### src/source/mmio_csr_pkg.sv
// MMIO test register block
// Shared bus types and register map

package mmio_csr_pkg;

    // ========================================
    // Wide bus types
    // ========================================

    // Address is an index of 512-bit words, byte 64 per step
    localparam int IDX_WIDTH = 12;

    typedef logic [IDX_WIDTH-1:0] t_csr_idx;

    // Same 512-bit word seen either as flat bits or as eight 64-bit registers
    typedef union packed {
        logic [511:0]      bits;
        logic [7:0][63:0]  words;
    } t_mmio_value;

    // One enable bit per byte of the wide word
    typedef logic [63:0] t_byte_mask;

    // Snapshot of the most recent accepted write
    typedef struct packed {
        t_mmio_value data;
        t_byte_mask  mask;
        t_csr_idx    idx;
        // Byte offset of the access inside the wide word
        logic [5:0]  byte_idx;
    } t_wr_state;

    // ========================================
    // Register map, in 512-bit word indexes
    // ========================================

    localparam t_csr_idx IDX_DFH        = t_csr_idx'(0);
    localparam t_csr_idx IDX_STATUS     = t_csr_idx'(2);
    localparam t_csr_idx IDX_WR64_DATA  = t_csr_idx'(4);
    localparam t_csr_idx IDX_WR64_INFO  = t_csr_idx'(6);
    localparam t_csr_idx IDX_WR512_DATA = t_csr_idx'(8);
    localparam t_csr_idx IDX_WR512_INFO = t_csr_idx'(10);

    // Position of the lowest set enable bit, 64 when the mask is empty
    // The byte offset of a narrow access equals this position
    function automatic logic [6:0] lowest_byte(input t_byte_mask mask);
        logic [6:0] pos;
        pos = 7'd64;
        for (int i = 63; i >= 0; i--)
        begin
            if (mask[i])
            begin
                pos = 7'(i);
            end
        end
        return pos;
    endfunction

endpackage

### src/source/mmio_avalon_if.sv
// Wide MMIO bus

`timescale 1ns/1ps

interface mmio_avalon_if
    import mmio_csr_pkg::*;
(
    input logic clk,
    input logic reset_n
);

    // Request side, driven by the width adapter
    t_csr_idx    address;
    logic        read;
    logic        write;
    t_byte_mask  byteenable;
    t_mmio_value writedata;

    // Response side
    // Stall comes from the pattern generator, data from the read pipeline
    logic        waitrequest;
    t_mmio_value readdata;
    logic        readdatavalid;

    // Adapter has its own clock and reset ports
    modport requester (
        output address, read, write, byteenable, writedata,
        input  waitrequest, readdata, readdatavalid
    );

    // Only the stall generator owns waitrequest
    modport stall (
        input  clk, reset_n,
        output waitrequest
    );

    // Write capture only observes the bus
    modport capture (
        input clk, reset_n, address, write, byteenable, writedata, waitrequest
    );

    // Read pipeline answers reads
    modport responder (
        input  clk, reset_n, address, read, byteenable, waitrequest,
        output readdata, readdatavalid
    );

endinterface

### src/source/mmio_stall_gen.sv
// Rotating waitrequest generator

`timescale 1ns/1ps

module mmio_stall_gen #(
    // One bit per cycle, rotated left, bit 8 is the stall
    parameter logic [15:0] STALL_PATTERN = 16'hfffe
) (
    mmio_avalon_if.stall bus
);

    // ========================================
    // Stall pattern
    // ========================================

    logic [15:0] pattern_q;

    // Reload on reset so the first free slot lands at a fixed cycle
    // With the default pattern the zero reaches bit 8 after 8 rotations
    always_ff @(posedge bus.clk)
    begin
        if (!bus.reset_n)
        begin
            pattern_q <= STALL_PATTERN;
        end
        else
        begin
            // Rotate left by one
            pattern_q <= {pattern_q[14:0], pattern_q[15]};
        end
    end

    // Every requester sees the same stall
    assign bus.waitrequest = pattern_q[8];

endmodule

### src/source/mmio_width_adapter.sv
// Host to wide bus width adapter
// Places 64-bit accesses in a lane, picks the lane back out of read data

`timescale 1ns/1ps

module mmio_width_adapter
    import mmio_csr_pkg::*;
#(
    // Lanes of reads still waiting for data
    parameter int RD_DEPTH = 4
) (
    input  logic        clk,
    input  logic        reset_n,

    // Host side, 64-bit byte addressed
    input  logic [31:0] host_address,
    input  logic        host_read,
    input  logic        host_write,
    input  logic [63:0] host_writedata,
    input  logic [7:0]  host_byteenable,
    output logic        host_waitrequest,
    output logic [63:0] host_readdata,
    output logic        host_readdatavalid,

    mmio_avalon_if.requester bus
);

    localparam int PTR_W = (RD_DEPTH > 1) ? $clog2(RD_DEPTH) : 1;

    // ========================================
    // Request path
    // ========================================

    // 64-bit lane inside the 512-bit word
    logic [2:0] lane;

    assign lane = host_address[5:3];

    // Purely combinational, the host sees the bus stall directly
    assign bus.address    = host_address[17:6];
    assign bus.read       = host_read;
    assign bus.write      = host_write;
    assign host_waitrequest = bus.waitrequest;

    // Shift enables by 8 bytes per lane
    assign bus.byteenable = t_byte_mask'(host_byteenable) << {lane, 3'b000};

    // Data goes to the same lane, other lanes zero
    assign bus.writedata.bits = 512'(host_writedata) << {lane, 6'b000000};

    // ========================================
    // Lane FIFO for reads in flight
    // ========================================

    logic [2:0]       lane_mem [RD_DEPTH];
    logic [PTR_W-1:0] wr_ptr_q;
    logic [PTR_W-1:0] rd_ptr_q;
    logic             rd_push;

    // Wrap at RD_DEPTH, need not be a power of two
    function automatic logic [PTR_W-1:0] ptr_next(input logic [PTR_W-1:0] ptr);
        if (ptr == PTR_W'(RD_DEPTH - 1))
        begin
            return '0;
        end
        return ptr + 1'b1;
    endfunction

    // Push on the accepting edge of a read
    assign rd_push = host_read && !bus.waitrequest;

    always_ff @(posedge clk)
    begin
        if (rd_push)
        begin
            lane_mem[wr_ptr_q] <= lane;
        end
    end

    // Data returns in order, so each valid pops the oldest lane
    always_ff @(posedge clk)
    begin
        if (!reset_n)
        begin
            wr_ptr_q <= '0;
            rd_ptr_q <= '0;
        end
        else
        begin
            if (rd_push)
            begin
                wr_ptr_q <= ptr_next(wr_ptr_q);
            end
            if (bus.readdatavalid)
            begin
                rd_ptr_q <= ptr_next(rd_ptr_q);
            end
        end
    end

    // ========================================
    // Response path
    // ========================================

    // Same cycle as the wide valid, no extra register
    assign host_readdatavalid = bus.readdatavalid;
    assign host_readdata      = bus.readdata.words[lane_mem[rd_ptr_q]];

endmodule

### src/source/csr_write_capture.sv
// Write capture register

`timescale 1ns/1ps

module csr_write_capture
    import mmio_csr_pkg::*;
(
    mmio_avalon_if.capture bus,
    output t_wr_state      wr_state
);

    // ========================================
    // Accepted write detect
    // ========================================

    logic      wr_accept;
    t_wr_state state_q;

    // Same acceptance rule as every other bus user
    assign wr_accept = bus.write && !bus.waitrequest;

    // ========================================
    // Merge and record
    // ========================================

    // Readback starts as all ones so an untouched register is obvious
    always_ff @(posedge bus.clk)
    begin
        if (!bus.reset_n)
        begin
            state_q <= '1;
        end
        else if (wr_accept)
        begin
            // Only enabled bytes change, the rest keep older data
            for (int i = 0; i < 64; i++)
            begin
                if (bus.byteenable[i])
                begin
                    state_q.data.bits[i*8 +: 8] <= bus.writedata.bits[i*8 +: 8];
                end
            end

            // Mask and index of the last write only
            state_q.mask <= bus.byteenable;
            state_q.idx  <= bus.address;

            // Empty mask wraps to offset 0
            state_q.byte_idx <= 6'(lowest_byte(bus.byteenable));
        end
    end

    assign wr_state = state_q;

endmodule

### src/source/csr_read_mux.sv
// Two-stage CSR read pipeline
// Feature header, status and write readback

`timescale 1ns/1ps

module csr_read_mux
    import mmio_csr_pkg::*;
#(
    parameter logic [127:0] AFU_ID  = 128'h0,
    parameter logic [15:0]  CLK_MHZ = 16'd250
) (
    mmio_avalon_if.responder bus,
    input  t_wr_state        wr_state
);

    // ========================================
    // Stage one
    // ========================================

    logic        read_q;
    t_csr_idx    idx_q;
    t_mmio_value feature;
    t_mmio_value feature_q;
    logic [31:0] req_byte_addr;

    // Full byte address of the request, index plus byte offset
    assign req_byte_addr = 32'({bus.address, 6'(lowest_byte(bus.byteenable))});

    // Feature header block, built from the live request
    always_comb
    begin
        feature = '0;
        // Feature type AFU
        feature.words[0][63:60] = 4'h1;
        // Only entry, so end of list
        feature.words[0][40] = 1'b1;
        // Identifier, low half first
        feature.words[1] = AFU_ID[63:0];
        feature.words[2] = AFU_ID[127:64];
        // Address twice so either 32-bit half reads it
        feature.words[7] = {req_byte_addr, req_byte_addr};
    end

    always_ff @(posedge bus.clk)
    begin
        if (!bus.reset_n)
        begin
            read_q <= 1'b0;
        end
        else
        begin
            read_q <= bus.read && !bus.waitrequest;
        end
    end

    // Payload side, qualified by read_q
    always_ff @(posedge bus.clk)
    begin
        idx_q     <= bus.address;
        feature_q <= feature;
    end

    // ========================================
    // Stage two
    // ========================================

    logic [63:0] status_word;
    logic [63:0] wr_info;
    logic [2:0]  wr_lane;
    t_mmio_value rd_value;

    // Clock rate, 512-bit bus code, 512-bit write support
    assign status_word = {32'h0, CLK_MHZ, 2'h3, 9'h0, 1'b1, 4'h0};

    // Lane of the captured write, from its byte offset
    assign wr_lane = wr_state.byte_idx[5:3];
    assign wr_info = 64'({wr_state.idx, wr_state.byte_idx});

    always_comb
    begin
        rd_value = '0;
        case (idx_q)
            IDX_DFH:        rd_value = feature_q;
            IDX_STATUS:     rd_value.words[0] = status_word;
            // Narrow view, behaves like a 64-bit register
            IDX_WR64_DATA:  rd_value.words[0] = wr_state.data.words[wr_lane];
            IDX_WR64_INFO:
            begin
                rd_value.words[0] = wr_info;
                rd_value.words[1] = 64'(wr_state.mask[{wr_lane, 3'b000} +: 8]);
            end
            // Wide view, eight registers in one word
            IDX_WR512_DATA: rd_value = wr_state.data;
            IDX_WR512_INFO:
            begin
                rd_value.words[0] = wr_info;
                rd_value.words[1] = wr_state.mask;
            end
            default:        rd_value = '0;
        endcase
    end

    always_ff @(posedge bus.clk)
    begin
        if (!bus.reset_n)
        begin
            bus.readdatavalid <= 1'b0;
        end
        else
        begin
            bus.readdatavalid <= read_q;
        end
    end

    always_ff @(posedge bus.clk)
    begin
        bus.readdata <= rd_value;
    end

endmodule

### src/source/mmio_csr_top.sv
// MMIO test register block top

`timescale 1ns/1ps

module mmio_csr_top #(
    parameter logic [127:0] AFU_ID        = 128'h5f3a_91c2_7d04_4e8b_a1f6_03c9_b82e_d417,
    // Reported in the status register
    parameter logic [15:0]  CLK_MHZ       = 16'd250,
    // All ones but bit 0, one free slot in sixteen
    parameter logic [15:0]  STALL_PATTERN = 16'hfffe,
    parameter int           RD_DEPTH      = 4
) (
    input  logic        clk,
    input  logic        reset_n,

    // Host MMIO port
    input  logic [31:0] host_address,
    input  logic        host_read,
    input  logic        host_write,
    input  logic [63:0] host_writedata,
    input  logic [7:0]  host_byteenable,
    output logic        host_waitrequest,
    output logic [63:0] host_readdata,
    output logic        host_readdatavalid
);

    // ========================================
    // Wide bus and its users
    // ========================================

    mmio_avalon_if i_bus (
        .clk     (clk),
        .reset_n (reset_n)
    );

    // Stall source for the whole bus
    mmio_stall_gen #(
        .STALL_PATTERN (STALL_PATTERN)
    ) i_stall_gen (
        .bus (i_bus.stall)
    );

    // Only requester on the wide bus
    mmio_width_adapter #(
        .RD_DEPTH (RD_DEPTH)
    ) i_width_adapter (
        .clk                (clk),
        .reset_n            (reset_n),
        .host_address       (host_address),
        .host_read          (host_read),
        .host_write         (host_write),
        .host_writedata     (host_writedata),
        .host_byteenable    (host_byteenable),
        .host_waitrequest   (host_waitrequest),
        .host_readdata      (host_readdata),
        .host_readdatavalid (host_readdatavalid),
        .bus                (i_bus.requester)
    );

    // Write state shared between capture and readback
    mmio_csr_pkg::t_wr_state wr_state;

    csr_write_capture i_write_capture (
        .bus      (i_bus.capture),
        .wr_state (wr_state)
    );

    csr_read_mux #(
        .AFU_ID  (AFU_ID),
        .CLK_MHZ (CLK_MHZ)
    ) i_read_mux (
        .bus      (i_bus.responder),
        .wr_state (wr_state)
    );

endmodule

### config.mk
export PLATFORM = sky130hd
export DESIGN_NAME = mmio_csr_top
export DESIGN_NICKNAME = d
export VERILOG_FILES = /design/src/source/mmio_csr_pkg.sv /design/src/source/mmio_avalon_if.sv /design/src/source/mmio_stall_gen.sv /design/src/source/mmio_width_adapter.sv /design/src/source/csr_write_capture.sv /design/src/source/csr_read_mux.sv /design/src/source/mmio_csr_top.sv
export SDC_FILE = /design/constraint.sdc
export NUM_CORES = 2
export LEC_CHECK = 0
export BUFFER_PORTS_ARGS = -buffer_cell sky130_fd_sc_hd__buf_2
export CAP_MARGIN = 30
export CORE_ASPECT_RATIO = 1.25
export CORE_MARGIN = 3
export CORE_UTILIZATION = 25
export DETAILED_ROUTE_END_ITERATION = 16
export PLACE_DENSITY = 0.43
export SLEW_MARGIN = 20
export SYNTH_ARGS = -nofsm -noshare
export SYNTH_HDL_FRONTEND = slang
export SYNTH_HIERARCHICAL = 1
export SYNTH_SLANG_ARGS = --single-unit
### constraint.sdc
create_clock -name clk -period 5 [get_ports clk]
set_input_delay 0.5 -clock clk [delete_from_list [all_inputs] [get_ports clk]]
set_output_delay 0.5 -clock clk [all_outputs]
set_load 0.01 [all_outputs]
==> summary.md <==
| Metric | Value |
|---|---|
| Status | `completed` |
| Worst slack, placed | `1.413 ns` |
| Slowest CP cell | `mux4_4` |
| Max_cap viols | `0` |
| Sequential fraction of the synthesis area | `0.4578` |
| Worst-case clock buffer depth | `3` |
| Clock Sinks | `1160` |
| Iter 0 DRT Violations | `3417` |
| Clock slew at reported path FFs | `0.06 ns` |
| PwrDens | `334.0 mW/mm2` |
| Clock Tree Root | `clkbuf_16` |
| Yosys reg bits | `1160` |
| Total GRT Usage | `0.1870` |
| Fillers | `21270` |
| Critical path endpoint category | `output port` |
| Grt total ovfl | `0` |
| Synth Cell Area | `0.05099 mm2` |
| Global-route wire length before repair | `289600 um` |
| Port-buffer cells | `156` |
| Worst-Skew Late Latency | `0.76 ns` |
| Slew margin rel. | `0.2664` |
| Final Setup Violations | `0` |
| Final hold vios | `0` |
| Initial antenna violation count | `42` |
| Slew @ Worst Pin | `1.100 ns` |
| DR vias/cell | `4.849` |
| Row count | `184` |
| Largest net degree at the start of global routing | `189` |
| Final Skew | `0.03354 ns` |
| Worst-path maximum fanout | `36` |
| Hpwl dp | `126900 um` |
| WL/cell | `24.29 um` |
| Async set-reset flop share out of synthesis | `0` |
| Die area | `0.2094 mm2` |
| Final setup TNS | `0 ns` |
| Main synth FF type | `dfxtp_1` |
| Drc violations | `0` |
| Fin nets | `5615` |
| CP max stage delay | `1.00 ns` |
| Synth warnings | `6` |
| Synth top area share | `0.4507` |
| Max IR drop VDD | `0.0003441 V` |
| Final Critical Period | `4.303 ns` |
| Final WL | `201900 um` |
| Final Slew Violations | `0` |
| Layout cell share with drive strength beyond 1 | `0.1413` |
| CTS resizes | `0` |
| Post-Syn Nets | `5680` |
| RSZ-0062 raised after global routing | `no` |
| Starting Density | `0.2525` |
| Core ar. | `0.2019 mm2` |
| Num CTS Buffers | `119` |
| Setup ws final | `0.6975 ns` |
| Synth area leader | `dfxtp_1` |
| Commonest cells in the netlist | `nand2_1 (1221), dfxtp_1 (1148), and2_1 (640)` |
| Ports | `174` |
| Max H-tree Level | `3` |
| DRT antenna net count | `0` |
| CP startpoint kind | `flop` |
| Final Wtd Congestion | `0.8915` |
| CP Data Required Time | `4.50 ns` |
| Period utilization | `0.8605` |
| F_max | `232.4 MHz` |
| CTS tree | `done` |
| HP Class | `in2reg` |
| Area post-placement | `0.05401 mm2` |
| Die Span Y | `510.9 um` |
| Fin Hold WS | `0.1088 ns` |
| CP Class | `reg2out` |
| Vias in the first global route | `39640` |
| Cell with the most instances after synthesis | `nand2_1` |
| Synth-to-Final Area Change | `14.44%` |
| Die Wd | `409.9 um` |
| Number of flops mapped to enable cells by yosys | `12` |
| Synth cell types | `69` |
| First-pass DRT Iterations | `5` |
| Synthesized netlist cell count | `5567` |
| Post-Layout Inst Area | `0.05835 mm2` |
| Syn_area_per_cell | `9.159 um2` |
| Leak | `26.42 nW` |
| Synth top area cells | `dfxtp_1 (45%), nand2_1 (9.0%), and2_1 (7.9%)` |
| CP cell instances | `mux4_4, buf_4, mux2_1, o22ai_1, a221oi_2, buf_2` |
| Worst path arrival time | `3.80 ns` |
| Vias | `40310` |
[placed cells by master, fill, tap and decap left out, drive strengths merged, types with 12 or more instances in the layout]
| master | count |
|---|---|
| mux2i | 200 |
| a22o | 41 |
| and3 | 343 |
| nor4 | 33 |
| nand3 | 599 |
| diode | 19 |
| nor2 | 71 |
| nor3 | 28 |
| nand2 | 1249 |
| edfxtp | 12 |
| a221o | 28 |
| mux4 | 147 |
| clkinv | 29 |
| a22oi | 17 |
| dfxtp | 1148 |
| a21oi | 43 |
| o22ai | 65 |
| mux2 | 128 |
| nand2b | 18 |
| clkbuf | 169 |
| a221oi | 73 |
| and2 | 640 |
| a21o | 31 |
| inv | 29 |
| buf | 239 |
| bufinv | 12 |
| dlygate4sd3 | 13 |
| o21ai | 88 |
[state kept, by name, summed over array words and instances, names as in the netlist, 2 cells and up, named ones only]
signal and count:
i_read_mux/bus.readdata 512, i_read_mux/feature_q 7, i_read_mux/idx_q 11, i_stall_gen/pattern_q 16
i_width_adapter/lane_mem 12, i_width_adapter/rd_ptr_q 2, i_width_adapter/wr_ptr_q 2, i_write_capture/wr_state 594
[power by group]
| group | internal, mW | total, mW | switching (mW) |
|---|---|---|---|
| Combinational | 0.193 | 0.651 | 0.458 |
| Sequential | 9.27 | 9.32 | 0.0429 |
| Clock | 5.56 | 9.52 | 3.96 |
[worst paths after layout]
kind	from	end	slack, ns	cells past startpoint
worst max-delay path	flop	host_readdata[4]	0.70	6
worst max register to register	i_read_mux/idx_q[0]$_DFF_P_	i_read_mux/bus.readdata[492]$_SDFF_PN0_	1.95	5
worst min register to register	i_stall_gen/pattern_q[12]$_SDFF_PN1_	i_stall_gen/pattern_q[13]$_SDFF_PN1_	0.40	1
worst min-delay path	reset_n	i_write_capture/wr_state[471]$_SDFFE_PN1P_	0.11	2
[worst max-delay path, delay by kind of cell (launching register included)]
family | cells | cell delay (ns)
muxes | 2 | 1.31
buffers and inverters | 2 | 0.69
AOI/OAI and AO/OA | 2 | 0.60
DFF | 1 | 0.42
[metal layers]
metal,global-route usage,share of wire,up-vias
met2,0.3205,0.48,1098
met4,0.06479,0.032,18
li1,-,-,19080
met3,0.03104,0.053,322
met1,0.2364,0.43,19790
met5,0,0.00056,-
[cell families after synthesis]
family,share of synthesized area
fa+ha+maj,0.001227
compound gates,0.06852
simple gates,0.2939
buf+inv,0.04383
mux,0.1347
flops,0.4578
[through the flow]
stage          power [mW]  utilization  std cells
2_1_floorplan       9.842            -       5567
6_report            19.49       0.2890       8313
3_5_place_dp        10.16       0.2675       8064
5_1_grt             20.10       0.2888       8298
4_1_cts             19.73       0.2887       8293
3_3_place_gp        10.16       0.2671       8060
[cell type report]
cell class | count | area (um2) | share of cell area
Antenna cell | 19 | 47.55 | 0.0008148
Clock buffer | 169 | 3573 | 0.06124
Clock inverter | 47 | 571.8 | 0.009800
Inverter | 25 | 93.84 | 0.001608
Multi-Input combinational cell | 3944 | 25520 | 0.4373
Sequential cell | 1160 | 23350 | 0.4002
Tap cell | 2697 | 3374 | 0.05783
Timing Repair Buffer | 252 | 1817 | 0.03114
[timing repair]
action | in CTS | in global routing
hold buffers | 13 | 0
buffers inserted | 0 | 0
endpoints found under the hold margin | 23 | 0
Note: power is estimated with default switching activity, not from simulation.
